$ cat config.mk
export PLATFORM = sky130hd
export DESIGN_NAME = rv_core
export DESIGN_NICKNAME = d
export VERILOG_FILES = /design/src/rv_pkg.sv /design/src/alu.sv /design/src/execute_stage.sv /design/src/fetch_unit.sv /design/src/instr_decoder.sv /design/src/rv_core.sv /design/src/writeback_regfile.sv
export VERILOG_INCLUDE_DIRS = /design/src
export SDC_FILE = /design/constraint.sdc
export NUM_CORES = 2
export LEC_CHECK = 0
export ABC_AREA = 1
export CAP_MARGIN = 20
export CORE_UTILIZATION = 35
export DETAILED_ROUTE_END_ITERATION = 7
export DONT_BUFFER_PORTS = 1
export PLACE_DENSITY = 0.58
export SETUP_SLACK_MARGIN = 0.2
export SLEW_MARGIN = 25
export SYNTH_ARGS = -nofsm -noshare
export SYNTH_HDL_FRONTEND = slang
export SYNTH_SLANG_ARGS = --single-unit
$ cat constraint.sdc
create_clock -name clk -period 11.55 [get_ports clk]
set_input_delay 0.5775 -clock clk [delete_from_list [all_inputs] [get_ports clk]]
set_output_delay 0.5775 -clock clk [all_outputs]
set_load 0.02 [all_outputs]
$ cat src/rv_cfg.svh
`ifndef RV_CFG_SVH
`define RV_CFG_SVH

// Data path and address width
`define RV_XLEN 32

// First fetch address after reset
`define RV_RESET_PC 32'h0000_0000

// Writes to this register show up on the result port (x10, a0)
`define RV_RESULT_REG 5'd10

`endif

$ cat src/rv_pkg.sv
package rv_pkg;

    // Major opcodes of the supported subset
    typedef enum logic [6:0] {
        OPC_OP     = 7'b0110011,  // R-type ALU
        OPC_OP_IMM = 7'b0010011,  // I-type ALU and shifts
        OPC_BRANCH = 7'b1100011   // Conditional branches
    } opcode_e;

    typedef enum logic [3:0] {
        ALU_ADD,
        ALU_SUB,
        ALU_SLL,
        ALU_SLT,
        ALU_SLTU,
        ALU_XOR,
        ALU_SRL,
        ALU_SRA,
        ALU_OR,
        ALU_AND
    } alu_op_e;

    // Only BEQ and BNE are resolved, everything else is not a branch
    typedef enum logic [1:0] {
        BR_NONE,
        BR_BEQ,
        BR_BNE
    } branch_op_e;

endpackage

$ cat src/alu.sv
`timescale 1ns/1ns
`include "rv_cfg.svh"

module alu import rv_pkg::*; (
    input  alu_op_e             op,
    input  logic [`RV_XLEN-1:0] a,
    input  logic [`RV_XLEN-1:0] b,
    output logic [`RV_XLEN-1:0] result
);

    logic [4:0] shamt;

    assign shamt = b[4:0];  // RV32 shifts use five bits

    always_comb begin
        case (op)
            ALU_ADD:  result = a + b;
            ALU_SUB:  result = a - b;
            ALU_SLL:  result = a << shamt;
            ALU_SLT:  result = {{(`RV_XLEN-1){1'b0}}, $signed(a) < $signed(b)};
            ALU_SLTU: result = {{(`RV_XLEN-1){1'b0}}, a < b};
            ALU_XOR:  result = a ^ b;
            ALU_SRL:  result = a >> shamt;
            ALU_SRA:  result = $signed(a) >>> shamt;  // Sign fill
            ALU_OR:   result = a | b;
            ALU_AND:  result = a & b;
            default:  result = '0;
        endcase
    end

endmodule

$ cat src/execute_stage.sv
`timescale 1ns/1ns
`include "rv_cfg.svh"

module execute_stage import rv_pkg::*; (
    input  logic                clk,
    input  logic                reset_n,
    input  logic [`RV_XLEN-1:0] id_pc,
    input  logic [4:0]          id_rs1,
    input  logic [4:0]          id_rs2,
    input  logic [4:0]          id_rd,
    input  logic [`RV_XLEN-1:0] id_rs1_data,
    input  logic [`RV_XLEN-1:0] id_rs2_data,
    input  logic [`RV_XLEN-1:0] id_imm,
    input  alu_op_e             id_alu_op,
    input  logic                id_use_imm,
    input  logic                id_reg_write,
    input  branch_op_e          id_branch_op,
    input  logic [4:0]          wb_rd,
    input  logic                wb_reg_write,
    input  logic [`RV_XLEN-1:0] wb_data,
    output logic [4:0]          ex_rd,
    output logic                ex_reg_write,
    output logic [`RV_XLEN-1:0] ex_result,
    output logic                redirect,
    output logic [`RV_XLEN-1:0] redirect_pc
);

    logic [`RV_XLEN-1:0] rs1_fwd;
    logic [`RV_XLEN-1:0] rs2_fwd;
    logic [`RV_XLEN-1:0] alu_b;
    logic [`RV_XLEN-1:0] alu_result;

    // ------------------------------------------------------------------------
    // Forwarding, youngest producer first
    // ------------------------------------------------------------------------
    function automatic logic [`RV_XLEN-1:0] fwd(input logic [4:0] rs,
                                                input logic [`RV_XLEN-1:0] reg_val);
        if (ex_reg_write && ex_rd != 5'd0 && ex_rd == rs) begin
            return ex_result;   // EX/MEM
        end else if (wb_reg_write && wb_rd != 5'd0 && wb_rd == rs) begin
            return wb_data;     // MEM/WB
        end
        return reg_val;         // Register file, already write-through
    endfunction

    always_comb begin
        rs1_fwd = fwd(id_rs1, id_rs1_data);
        rs2_fwd = fwd(id_rs2, id_rs2_data);
    end

    assign alu_b = id_use_imm ? id_imm : rs2_fwd;

    alu u_alu (
        .op     (id_alu_op),
        .a      (rs1_fwd),
        .b      (alu_b),
        .result (alu_result)
    );

    // ------------------------------------------------------------------------
    // Branch resolution
    // ------------------------------------------------------------------------
    always_comb begin
        case (id_branch_op)
            BR_BEQ:  redirect = (alu_result == '0);
            BR_BNE:  redirect = (alu_result != '0);
            default: redirect = 1'b0;
        endcase
    end

    assign redirect_pc = id_pc + id_imm;

    // EX/MEM register
    always_ff @(posedge clk or negedge reset_n) begin
        if (!reset_n) begin
            ex_reg_write <= 1'b0;
        end else begin
            ex_reg_write <= id_reg_write;
        end
    end

    always_ff @(posedge clk) begin
        ex_rd     <= id_rd;
        ex_result <= alu_result;
    end

    // A redirect comes only from a decoded branch, which writes no register
    redirect_from_branch: assert property (@(posedge clk) disable iff (!reset_n)
        redirect |-> (id_branch_op != BR_NONE && !id_reg_write))
        else $error("execute_stage: redirect without branch");

endmodule

$ cat src/fetch_unit.sv
`timescale 1ns/1ns
`include "rv_cfg.svh"

module fetch_unit (
    input  logic                clk,
    input  logic                reset_n,
    input  logic                redirect,
    input  logic [`RV_XLEN-1:0] redirect_pc,
    output logic [`RV_XLEN-1:0] instr_addr,
    input  logic [31:0]         instr_data,
    output logic [`RV_XLEN-1:0] if_pc,
    output logic [31:0]         if_instr,
    output logic                if_valid
);

    logic [`RV_XLEN-1:0] pc;
    logic [`RV_XLEN-1:0] pc_next;

    assign instr_addr = pc;  // Memory answers within the cycle

    // Taken branch from EX wins over sequential fetch
    assign pc_next = redirect ? redirect_pc : pc + 4;

    always_ff @(posedge clk or negedge reset_n) begin
        if (!reset_n) begin
            pc <= `RV_RESET_PC;
        end else begin
            pc <= pc_next;
        end
    end

    // ------------------------------------------------------------------------
    // IF/ID register
    // ------------------------------------------------------------------------
    always_ff @(posedge clk) begin
        if_pc    <= pc;
        if_instr <= instr_data;
    end

    // Word fetched alongside a redirect is on the wrong path
    always_ff @(posedge clk or negedge reset_n) begin
        if (!reset_n) begin
            if_valid <= 1'b0;
        end else begin
            if_valid <= !redirect;
        end
    end

    // Branch targets computed in EX must keep the PC aligned
    pc_aligned: assert property (@(posedge clk) disable iff (!reset_n)
        instr_addr[1:0] == 2'b00)
        else $error("fetch_unit: misaligned PC %h", instr_addr);

endmodule

$ cat src/instr_decoder.sv
`timescale 1ns/1ns
`include "rv_cfg.svh"

module instr_decoder import rv_pkg::*; (
    input  logic                clk,
    input  logic                reset_n,
    input  logic [`RV_XLEN-1:0] if_pc,
    input  logic [31:0]         if_instr,
    input  logic                if_valid,
    input  logic                redirect,
    output logic [4:0]          rs1_addr,
    output logic [4:0]          rs2_addr,
    input  logic [`RV_XLEN-1:0] rs1_data,
    input  logic [`RV_XLEN-1:0] rs2_data,
    output logic [`RV_XLEN-1:0] id_pc,
    output logic [4:0]          id_rs1,
    output logic [4:0]          id_rs2,
    output logic [4:0]          id_rd,
    output logic [`RV_XLEN-1:0] id_rs1_data,
    output logic [`RV_XLEN-1:0] id_rs2_data,
    output logic [`RV_XLEN-1:0] id_imm,
    output alu_op_e             id_alu_op,
    output logic                id_use_imm,
    output logic                id_reg_write,
    output branch_op_e          id_branch_op
);

    opcode_e             opcode;
    logic [2:0]          funct3;
    logic [6:0]          funct7;
    logic [`RV_XLEN-1:0] imm_i;
    logic [`RV_XLEN-1:0] imm_sh;
    logic [`RV_XLEN-1:0] imm_b;

    alu_op_e             dec_alu_op;
    logic                dec_use_imm;
    logic [`RV_XLEN-1:0] dec_imm;
    logic                dec_reg_write;
    branch_op_e          dec_branch_op;
    logic                dec_known;
    logic                bubble;

    // ------------------------------------------------------------------------
    // Field and immediate extraction
    // ------------------------------------------------------------------------
    assign opcode   = opcode_e'(if_instr[6:0]);
    assign funct3   = if_instr[14:12];
    assign funct7   = if_instr[31:25];
    assign rs1_addr = if_instr[19:15];
    assign rs2_addr = if_instr[24:20];

    assign imm_i  = {{(`RV_XLEN-12){if_instr[31]}}, if_instr[31:20]};
    assign imm_sh = {{(`RV_XLEN-5){1'b0}}, if_instr[24:20]};
    assign imm_b  = {{(`RV_XLEN-13){if_instr[31]}}, if_instr[31], if_instr[7],
                     if_instr[30:25], if_instr[11:8], 1'b0};

    // funct3 map shared by OP and OP-IMM; bit 30 selects SUB only in R form
    function automatic alu_op_e arith_op(input logic [2:0] f3, input logic alt,
                                         input logic reg_form);
        case (f3)
            3'b000:  return (alt && reg_form) ? ALU_SUB : ALU_ADD;
            3'b001:  return ALU_SLL;
            3'b010:  return ALU_SLT;
            3'b011:  return ALU_SLTU;
            3'b100:  return ALU_XOR;
            3'b101:  return alt ? ALU_SRA : ALU_SRL;
            3'b110:  return ALU_OR;
            default: return ALU_AND;
        endcase
    endfunction

    // ------------------------------------------------------------------------
    // Control decode
    // ------------------------------------------------------------------------
    always_comb begin
        dec_alu_op    = ALU_ADD;
        dec_use_imm   = 1'b0;
        dec_imm       = imm_i;
        dec_reg_write = 1'b0;
        dec_branch_op = BR_NONE;
        dec_known     = 1'b1;
        case (opcode)
            OPC_OP: begin
                dec_reg_write = 1'b1;
                dec_alu_op    = arith_op(funct3, funct7[5], 1'b1);
            end
            OPC_OP_IMM: begin
                dec_reg_write = 1'b1;
                dec_use_imm   = 1'b1;
                dec_alu_op    = arith_op(funct3, funct7[5], 1'b0);
                if (funct3 == 3'b001 || funct3 == 3'b101) begin
                    dec_imm = imm_sh;  // Shift amount only
                end
            end
            OPC_BRANCH: begin
                dec_alu_op = ALU_SUB;  // Compare by difference
                dec_imm    = imm_b;
                case (funct3)
                    3'b000:  dec_branch_op = BR_BEQ;
                    3'b001:  dec_branch_op = BR_BNE;
                    default: dec_known = 1'b0;
                endcase
            end
            default: dec_known = 1'b0;
        endcase
    end

    assign bubble = redirect || !if_valid || !dec_known;

    // ------------------------------------------------------------------------
    // ID/EX register
    // ------------------------------------------------------------------------
    always_ff @(posedge clk or negedge reset_n) begin
        if (!reset_n) begin
            id_reg_write <= 1'b0;
            id_branch_op <= BR_NONE;
        end else if (bubble) begin
            id_reg_write <= 1'b0;
            id_branch_op <= BR_NONE;
        end else begin
            id_reg_write <= dec_reg_write;
            id_branch_op <= dec_branch_op;
        end
    end

    always_ff @(posedge clk) begin
        id_pc       <= if_pc;
        id_rs1      <= rs1_addr;
        id_rs2      <= rs2_addr;
        id_rd       <= if_instr[11:7];
        id_rs1_data <= rs1_data;
        id_rs2_data <= rs2_data;
        id_imm      <= dec_imm;
        id_alu_op   <= dec_alu_op;
        id_use_imm  <= dec_use_imm;
    end

    // Both slots behind a taken branch reach EX as harmless bubbles
    bubble_is_inert: assert property (@(posedge clk) disable iff (!reset_n)
        redirect |=> (!id_reg_write && id_branch_op == BR_NONE)
                     ##1 (!id_reg_write && id_branch_op == BR_NONE))
        else $error("instr_decoder: bubble carries side effects");

endmodule

$ cat src/rv_core.sv
`timescale 1ns/1ns
`include "rv_cfg.svh"

module rv_core import rv_pkg::*; (
    input  logic                clk,
    input  logic                reset_n,
    output logic [`RV_XLEN-1:0] instr_addr,
    input  logic [31:0]         instr_data,
    output logic                result_valid,
    output logic [`RV_XLEN-1:0] result_data
);

    // IF/ID
    logic [`RV_XLEN-1:0] if_pc;
    logic [31:0]         if_instr;
    logic                if_valid;

    // Decode read ports
    logic [4:0]          rs1_addr;
    logic [4:0]          rs2_addr;
    logic [`RV_XLEN-1:0] rs1_data;
    logic [`RV_XLEN-1:0] rs2_data;

    // ID/EX
    logic [`RV_XLEN-1:0] id_pc;
    logic [4:0]          id_rs1;
    logic [4:0]          id_rs2;
    logic [4:0]          id_rd;
    logic [`RV_XLEN-1:0] id_rs1_data;
    logic [`RV_XLEN-1:0] id_rs2_data;
    logic [`RV_XLEN-1:0] id_imm;
    alu_op_e             id_alu_op;
    logic                id_use_imm;
    logic                id_reg_write;
    branch_op_e          id_branch_op;

    // EX/MEM and MEM/WB
    logic [4:0]          ex_rd;
    logic                ex_reg_write;
    logic [`RV_XLEN-1:0] ex_result;
    logic [4:0]          wb_rd;
    logic                wb_reg_write;
    logic [`RV_XLEN-1:0] wb_data;

    logic                redirect;
    logic [`RV_XLEN-1:0] redirect_pc;

    fetch_unit u_fetch (
        .clk         (clk),
        .reset_n     (reset_n),
        .redirect    (redirect),
        .redirect_pc (redirect_pc),
        .instr_addr  (instr_addr),
        .instr_data  (instr_data),
        .if_pc       (if_pc),
        .if_instr    (if_instr),
        .if_valid    (if_valid)
    );

    instr_decoder u_decode (
        .clk          (clk),
        .reset_n      (reset_n),
        .if_pc        (if_pc),
        .if_instr     (if_instr),
        .if_valid     (if_valid),
        .redirect     (redirect),
        .rs1_addr     (rs1_addr),
        .rs2_addr     (rs2_addr),
        .rs1_data     (rs1_data),
        .rs2_data     (rs2_data),
        .id_pc        (id_pc),
        .id_rs1       (id_rs1),
        .id_rs2       (id_rs2),
        .id_rd        (id_rd),
        .id_rs1_data  (id_rs1_data),
        .id_rs2_data  (id_rs2_data),
        .id_imm       (id_imm),
        .id_alu_op    (id_alu_op),
        .id_use_imm   (id_use_imm),
        .id_reg_write (id_reg_write),
        .id_branch_op (id_branch_op)
    );

    execute_stage u_execute (
        .clk          (clk),
        .reset_n      (reset_n),
        .id_pc        (id_pc),
        .id_rs1       (id_rs1),
        .id_rs2       (id_rs2),
        .id_rd        (id_rd),
        .id_rs1_data  (id_rs1_data),
        .id_rs2_data  (id_rs2_data),
        .id_imm       (id_imm),
        .id_alu_op    (id_alu_op),
        .id_use_imm   (id_use_imm),
        .id_reg_write (id_reg_write),
        .id_branch_op (id_branch_op),
        .wb_rd        (wb_rd),
        .wb_reg_write (wb_reg_write),
        .wb_data      (wb_data),
        .ex_rd        (ex_rd),
        .ex_reg_write (ex_reg_write),
        .ex_result    (ex_result),
        .redirect     (redirect),
        .redirect_pc  (redirect_pc)
    );

    writeback_regfile u_writeback (
        .clk          (clk),
        .reset_n      (reset_n),
        .ex_rd        (ex_rd),
        .ex_reg_write (ex_reg_write),
        .ex_result    (ex_result),
        .rs1_addr     (rs1_addr),
        .rs2_addr     (rs2_addr),
        .rs1_data     (rs1_data),
        .rs2_data     (rs2_data),
        .wb_rd        (wb_rd),
        .wb_reg_write (wb_reg_write),
        .wb_data      (wb_data),
        .result_valid (result_valid),
        .result_data  (result_data)
    );

endmodule

$ cat src/writeback_regfile.sv
`timescale 1ns/1ns
`include "rv_cfg.svh"

module writeback_regfile (
    input  logic                clk,
    input  logic                reset_n,
    input  logic [4:0]          ex_rd,
    input  logic                ex_reg_write,
    input  logic [`RV_XLEN-1:0] ex_result,
    input  logic [4:0]          rs1_addr,
    input  logic [4:0]          rs2_addr,
    output logic [`RV_XLEN-1:0] rs1_data,
    output logic [`RV_XLEN-1:0] rs2_data,
    output logic [4:0]          wb_rd,
    output logic                wb_reg_write,
    output logic [`RV_XLEN-1:0] wb_data,
    output logic                result_valid,
    output logic [`RV_XLEN-1:0] result_data
);

    logic [`RV_XLEN-1:0] regs [1:31];  // x0 is not stored

    // ------------------------------------------------------------------------
    // MEM/WB register, MEM stage carries no memory access
    // ------------------------------------------------------------------------
    always_ff @(posedge clk or negedge reset_n) begin
        if (!reset_n) begin
            wb_reg_write <= 1'b0;
        end else begin
            wb_reg_write <= ex_reg_write;
        end
    end

    always_ff @(posedge clk) begin
        wb_rd   <= ex_rd;
        wb_data <= ex_result;
    end

    always_ff @(posedge clk) begin
        if (wb_reg_write && wb_rd != 5'd0) begin
            regs[wb_rd] <= wb_data;
        end
    end

    // Same-cycle write is visible to decode
    function automatic logic [`RV_XLEN-1:0] read_port(input logic [4:0] addr);
        if (addr == 5'd0) begin
            return '0;
        end else if (wb_reg_write && wb_rd == addr) begin
            return wb_data;
        end
        return regs[addr];
    endfunction

    always_comb begin
        rs1_data = read_port(rs1_addr);
        rs2_data = read_port(rs2_addr);
    end

    // Result strobe one cycle after the x10 write
    always_ff @(posedge clk or negedge reset_n) begin
        if (!reset_n) begin
            result_valid <= 1'b0;
        end else begin
            result_valid <= wb_reg_write && wb_rd == `RV_RESULT_REG;
        end
    end

    always_ff @(posedge clk) begin
        if (wb_reg_write && wb_rd == `RV_RESULT_REG) begin
            result_data <= wb_data;
        end
    end

    x0_reads_zero: assert property (@(posedge clk) disable iff (!reset_n)
        (rs1_addr != 5'd0 || rs1_data == '0) && (rs2_addr != 5'd0 || rs2_data == '0))
        else $error("writeback_regfile: x0 read nonzero");

endmodule
# ---- After elaboration in Yosys (flattened, before gate mapping)
# Memories as Yosys holds them, arrays and structs flattened. A register that Yosys moved wholly into a read port is not among the register bits.
# Index checks and enable logic that the tools add are counted.
dict set report totals {
  register_bits 357
  mem_bits_rw 992
  in_bits 34
  out_inout_bits 65
  wordCells 129
  n_memories 1
}
# memory words width rd rd_ports_with_merged_regs write_ports line_no
set memory_table {}
lappend memory_table {u_writeback.regs 31 32 2 2 1 writeback_regfile.sv:21} ;# logic [`RV_XLEN-1:0] regs [1:31];
dict set report op_classes {
  add_sub_neg 4
  order_cmp 2
  eq_ne 27
  shift 3
  muxes 41
  bitwise 3
  reduce_logical 25
}
# operator n
set ops {}
lappend ops {{$mux W32} 15}
lappend ops {{$pmux W32 S10} 1}
lappend ops {{$add A32 B32 Y32} 2}
lappend ops {{$lt A32 B32 Y1} 2}
lappend ops {{$pmux W32 S2} 1}
lappend ops {{$pmux W4 S7} 2}
lappend ops {{$add A32 B3 Y32 const B} 1}
lappend ops {{$and A32 B32 Y32} 1}
lappend ops {{$logic_not A32 Y1} 1}
lappend ops {{$or A32 B32 Y32} 1}
lappend ops {{$reduce_bool A32 Y1} 1}
lappend ops {{$shl A32 B5 Y32} 1}
lappend ops {{$shr A32 B5 Y32} 1}
lappend ops {{$sshr A32 B5 Y32} 1}
lappend ops {{$sub A32 B32 Y32} 1}
lappend ops {{$xor A32 B32 Y32} 1}
lappend ops {{$eq A5 B5 Y1} 6}
lappend ops {{$eq A4 B3 Y1 const B} 4}
lappend ops {{$mux W1} 16}
lappend ops {{$pmux W4 S3} 1}
lappend ops {{$logic_not A5 Y1} 2}
lappend ops {{$reduce_bool A5 Y1} 2}
lappend ops {{$eq A3 B3 Y1 const B} 3}
lappend ops {{$logic_and A1 B1 Y1} 9}
lappend ops {{other kinds (19)} 29}

# ---- Longest topological paths before layout
dict set report depth {
  word_depth 14
  mapped_depth 43
  mapped_depth_nobuf 39
}

# ---- By module
# A second synthesis with hierarchy kept.
dict set report hier_totals {
  hier_cells 10358
  hier_area_um2 77301.6
}
# module n_inst cells_each area_each_um2 seq_area_each_um2
set modules_own_cells {}
lappend modules_own_cells {writeback_regfile 1 6646 55184.2 31540.2}
lappend modules_own_cells {alu 1 2078 10147.2 0.0}
lappend modules_own_cells {execute_stage 1 1015 5376.4 765.7}
lappend modules_own_cells {fetch_unit 1 373 3334.4 2107.0}
lappend modules_own_cells {instr_decoder 1 246 3259.4 2657.5}

# ---- Worst setup path before layout
# No wires, ideal clock.
dict set report synth_path {
  path_kind {register -> register}
  startpoint {register u_writeback.wb_rd[3]}
  endpoint {register u_fetch.pc[27], in the netlist u_fetch.instr_addr[27]}
  setup_ns 0.117
  arrival_time_ns 4.486
  required_ns 11.433
  slack_ns 6.947
  path_stages_with_launch 35
  path_buffers 4
  period_less_slack_ns 4.603
  path_cell_list {dfxtp_1 > buf_6 > inv_4 > nand2_2 > nand2_2 > nor2_2 > nand3_1 > nor2_2 > buf_6 > nand3_2 > nand3_4 > nand2_4 > buf_4 > ha_1 > fa_1 > inv_1 > nand2_1 > o21ai_0 > a21oi_1 > o21bai_1 > a31oi_1 > or2_2 > nand3_1 > o2111ai_1 > inv_1 > nand3_1 > a21oi_1 > nand2_1 > nor2_1 > nand2_1 > nor2_4 > nand3_2 > buf_2 > nand3_1 > nand2_1}
}
dict set report synth_between {
  elab_chain_cells 12
  elab_cells_between_ends 28
  classes_between {add/sub (2); order compare (2); eq/ne (2); shift (3); mux (10); bitwise (3); reduce/logical (6)}
}
# element line_no
set synth_lines {}
lappend synth_lines {{start, declared} writeback_regfile.sv:14} ;# output logic [4:0] wb_rd,
lappend synth_lines {{start signal, assigned} writeback_regfile.sv:35} ;# wb_rd <= ex_rd;
lappend synth_lines {{$reduce_bool A5 Y1} execute_stage.sv:40} ;# end else if (wb_reg_write && wb_rd != 5'd0 && wb_rd == rs) begin
lappend synth_lines {{$logic_and A1 B1 Y1 (2 in series)} execute_stage.sv:40}
lappend synth_lines {{$mux W1} execute_stage.sv:40}
lappend synth_lines {{$mux W1} execute_stage.sv:38} ;# if (ex_reg_write && ex_rd != 5'd0 && ex_rd == rs) begin
lappend synth_lines {{$mux W32} execute_stage.sv:43} ;# return reg_val;
lappend synth_lines {{$mux W32} execute_stage.sv:51} ;# assign alu_b = id_use_imm ? id_imm : rs2_fwd;
lappend synth_lines {{$sub A32 B32 Y32, or another cell as far along} alu.sv:18} ;# ALU_SUB: result = a - b;
lappend synth_lines {{$pmux W32 S10 (*)} alu.sv:16} ;# case (op)
lappend synth_lines {{$reduce_bool A32 Y1 or $logic_not A32 Y1 (tied branches)} {execute_stage.sv:66, execute_stage.sv:65}}
lappend synth_lines {{$pmux W1 S2 (*)} execute_stage.sv:64} ;# case (id_branch_op)
lappend synth_lines {{$mux W32 (*)} fetch_unit.sv:22} ;# assign pc_next = redirect ? redirect_pc : pc + 4;
lappend synth_lines {{named net u_fetch.pc_next[27]} fetch_unit.sv:17} ;# logic [`RV_XLEN-1:0] pc_next;
lappend synth_lines {{end signal, assigned} fetch_unit.sv:26} ;# pc <= `RV_RESET_PC;
lappend synth_lines {{end signal, assigned} fetch_unit.sv:28} ;# pc <= pc_next;
lappend synth_lines {{end, declared} fetch_unit.sv:16} ;# logic [`RV_XLEN-1:0] pc;
# The timed path passes the listed nets; every way through them passes the cells marked *.
# A chain may end at the register's enable or synchronous reset.

# ---- Worst setup path after layout
dict set report layout_path {
  startpoint {register u_execute.ex_rd[1]}
  endpoint {register u_decode.id_branch_op[1]}
}
dict set report layout_between {
  elab_chain_cells 13
  elab_cells_between_ends 30
  classes_between {add/sub (2); order compare (2); eq/ne (2); shift (3); mux (10); bitwise (3); reduce/logical (8)}
}
# element line_no
set layout_lines {}
lappend layout_lines {{start, declared} execute_stage.sv:21} ;# output logic [4:0] ex_rd,
lappend layout_lines {{start signal, assigned} execute_stage.sv:83} ;# ex_rd <= id_rd;
lappend layout_lines {{$reduce_bool A5 Y1} execute_stage.sv:38}
lappend layout_lines {{$logic_and A1 B1 Y1 (2 in series)} execute_stage.sv:38}
lappend layout_lines {{$mux W32 or $mux W1 (tied branches)} execute_stage.sv:38}
lappend layout_lines {{$mux W32} execute_stage.sv:43}
lappend layout_lines {{$mux W32} execute_stage.sv:51}
lappend layout_lines {{$sub A32 B32 Y32, or another cell as far along} alu.sv:18}
lappend layout_lines {{$pmux W32 S10 (*)} alu.sv:16}
lappend layout_lines {{$reduce_bool A32 Y1 or $logic_not A32 Y1 (tied branches)} {execute_stage.sv:66, execute_stage.sv:65}}
lappend layout_lines {{$pmux W1 S2 (*)} execute_stage.sv:64}
lappend layout_lines {{$logic_or A1 B1 Y1 (*) (2 in series)} instr_decoder.sv:108} ;# assign bubble = redirect || !if_valid || !dec_known;
lappend layout_lines {{$mux W2 (*)} instr_decoder.sv:117} ;# end else if (bubble) begin
lappend layout_lines {{end signal, assigned} instr_decoder.sv:122} ;# id_branch_op <= dec_branch_op;
lappend layout_lines {{end, declared} instr_decoder.sv:25} ;# output branch_op_e id_branch_op
# Mark *: on every way between the ends. The rest lies on a longest branch, timed or not.

==> impl_metrics.env <==
export IMPL_clock_latency_ns=0.80
export IMPL_crit_path_start_kind="flop"
export IMPL_antenna_found_initial=22
export IMPL_required_ns=12.21
export IMPL_hold_violations=0
export IMPL_slew_violations=0
export IMPL_dp_hpwl_mm=172
export IMPL_cts_buffers=141
export IMPL_final_common_cell="o21ai_0"
export IMPL_track_usage=0.275
export IMPL_wl_per_cell_um=27.4
export IMPL_worstSetupPathType="flop to flop"
export IMPL_cpLargestDelayFamily="simple AND/OR/NAND/NOR gates"
export IMPL_grt_overflow=0
export IMPL_finalSetupTns_ns=0
export IMPL_start_util=0.353
export IMPL_rsz0062_at_grt="no"
export IMPL_wirelength_mm=284
export IMPL_slowest_stage="nand3_2"
export IMPL_avgSynthCellArea_um2=8.90
export IMPL_post_route_period_util=0.662
export IMPL_cp_arrival_ns=8.30
export IMPL_layout_drive_gt1_share=0.0661
export IMPL_worstMarginPinSlew_ns=1.17
export IMPL_synth_compound_area_share=0.214
export IMPL_async_flop_share=0.0293
export IMPL_status="finished, final reports clean"
export IMPL_cts_repair_resized=0
export IMPL_cts_setup_buffers=0
export IMPL_cts_max_path_buffers=3
export IMPL_syn_inst=7835
export IMPL_synth_simple_area_share=0.150
export IMPL_synth_mux_area_frac=0
export IMPL_cp_common_cell="nand2_1"
export IMPL_fin_worst_skew_ns=0.0325
export IMPL_fillers=19400
export IMPL_die_w_um=448
export IMPL_p_leak_nw=28.3
export IMPL_die_area_um2=201000
export IMPL_ant_nets=0
export IMPL_cts_sinks=1330
export IMPL_place_gp_congestion=1.02
export IMPL_detail_route_iter0_violations=9084
export IMPL_multi_input_comb_area_um2=28000
export IMPL_hold_class="input port to async pin"
export IMPL_synthXorXnorAreaFrac=0.00930
export IMPL_grt_pass1_vias=57500
export IMPL_routed_via_density=6.03
export IMPL_seq_area_frac_synth=0.532
export IMPL_cp_max_fo=65
export IMPL_synth_top_family_by_area="compound AO/OA/AOI/OAI gates"
export IMPL_ios=99
export IMPL_finish_instance_area_um2=77100
export IMPL_drc=0
export IMPL_ctsHoldBuffers=34
export IMPL_seq_area_um2=37100
export IMPL_dr_pass1_iters=8
export IMPL_htree_levels=4
export IMPL_critical_path_buf_inv_count=7
export IMPL_place_area_um2=72300
export IMPL_coreArea_um2=198000
export IMPL_cts_tree="built"
export IMPL_numPortBuffers=0
export IMPL_num_vias=62400
export IMPL_syn_area_um2=69700
export IMPL_rows=163
export IMPL_maxCapViolCount=0
export IMPL_power_density_nw_per_um2=170
export IMPL_synth_edf_count=1024
export IMPL_layout_common_cells="o21ai_0 (1,432), edfxtp_1 (1,024), nand2_1 (744), nand3_1 (740), a21oi_1 (683)"
export IMPL_worst_setup_path_end_kind="flop"
export IMPL_clk_pin_slew_worst_paths_ns=0.06
export IMPL_yosys_warnings=0
export IMPL_grt_pass1_wl_mm=405
export IMPL_nets=7763
export IMPL_finalSetupViolations=0
export IMPL_max_vdd_ir_drop_uv=164
export IMPL_relSlewSlack=0.218
export IMPL_slowest_delay_ns=0.66
export IMPL_clockRootBuffer="clkbuf_16"
export IMPL_grt_max_degree=194
export IMPL_synth_nets=8003
export IMPL_area_growth_pct=10.5
export IMPL_max_freq_mhz=131
export IMPL_synth_adder_area_share=0.0244
export IMPL_min_period_ns=7.64
export IMPL_synth_main_ff_cell="edfxtp_1"
export IMPL_synth_seq_cells=1330
export IMPL_ys_types=62
export IMPL_die_h_um=448
==> cells in the mapped netlist (39+ instances only) <==
library cell  instances  area, µm²
dfrtp_1              39        976
edfxtp_1           1024      30700
nor2_1              694       2610
xor2_1               46        403
o22ai_1              75        469
a21oi_1             683       3420
buf_2                41        205
clkbuf_1            433       1630
o221ai_1            172       1510
buf_1                61        229
nand3_1             741       3710
inv_1               659       2470
o211ai_1            155       1160
nor3_1               39        195
nand2_1             746       2800
ha_1                131       1640
dfxtp_1             267       5350
o21ai_0            1432       7170
==> flip-flops by register name, indices dropped and copies added, names as in the netlist, 13 cells and up <==
| signal | count |
|---|---|
| u_decode.id_imm | 13 |
| u_decode.id_pc | 32 |
| u_decode.id_rs1_data | 32 |
| u_decode.id_rs2_data | 32 |
| u_execute.ex_result | 32 |
| u_fetch.if_instr | 32 |
| u_fetch.if_pc | 32 |
| u_fetch.instr_addr | 32 |
| u_writeback.regs | 992 |
| u_writeback.result_data | 32 |
| u_writeback.wb_data | 32 |
==> worst register-to-register path, delay by kind of cell (launching register included) <==
kind            cells  cell delay, ns
compound gates      6            1.29
simple gates       19            3.50
fa+ha+maj           1            0.39
buf+inv             7            1.95
flops               1            0.39
==> where the power goes <==
group          internal, mW  leakage, nW  switching (mW)
registers              5.77         11.9           0.229
logic                 0.611         14.2            2.04
clock network          2.54         2.17            1.92
==> worst paths after layout <==
path,startpoint,endpoint,slack [ns],depth (start not counted)
min in group clk,u_fetch.if_pc[29],u_decode.id_pc[29],0.32,0
hold reg to reg,u_fetch.if_pc[29],u_decode.id_pc[29],0.32,0
hold / removal,reset_n,u_writeback.wb_reg_write,0.31,2
max in group asynchronous,reset_n,u_fetch.instr_addr[30],11.02,2
setup / recovery,u_execute.ex_rd[1],u_decode.id_branch_op[1],3.91,33
setup reg to reg,u_execute.ex_rd[1],u_decode.id_branch_op[1],3.91,33
==> routing by layer <==
metal / part of all wire / wire, µm / global-route usage
met1: 0.39 / 112000 / 0.365
met2: 0.44 / 125000 / 0.418
met3: 0.11 / 30900 / 0.0606
met4: 0.057 / 16300 / 0.146
met5: 0.00026 / 73 / 0
==> stage by stage <==
| stage | hold slack (ns) | setup WS (ns) | cells | total power, mW | utilization |
|---|---|---|---|---|---|
| detailed placement | 0.285 | 4.16 | 10100 | 8.61 | 0.366 |
| floorplan | 0.282 | 6.95 | 7835 | 7.48 | - |
| global placement | 0.283 | 4.29 | 10100 | 8.61 | 0.366 |
| global route | 0.295 | 3.40 | 10300 | 13.5 | 0.390 |
| CTS | 0.283 | 4.15 | 10300 | 13.0 | 0.390 |
| finish | 0.309 | 3.91 | 10300 | 13.1 | 0.390 |
==> kinds of logic (layout without fill, tap and decap cells) <==
logic type	after synthesis	in the layout
AO/OA/AOI/OAI	2672	2672
AND/OR/NAND/NOR	2378	2378
flip-flops	1330	1330
buffers and inverters	1247	1113
adder cells (fa/ha/maj)	134	134
XOR/XNOR	74	74
other	0	7
==> cell type report <==
| cell class | instances | area share |
|---|---|---|
| Clock buffer | 185 | 0.0503 |
| Antenna cell | 7 | 0.000227 |
| Clock inverter | 64 | 0.00716 |
| Sequential cell | 1330 | 0.482 |
| Timing Repair Buffer | 181 | 0.0206 |
| Multi-Input combinational cell | 5258 | 0.364 |
| Inverter | 683 | 0.0338 |
| Tap cell | 2640 | 0.0429 |
No activity file was read; power rests on OpenSTA's default activity.
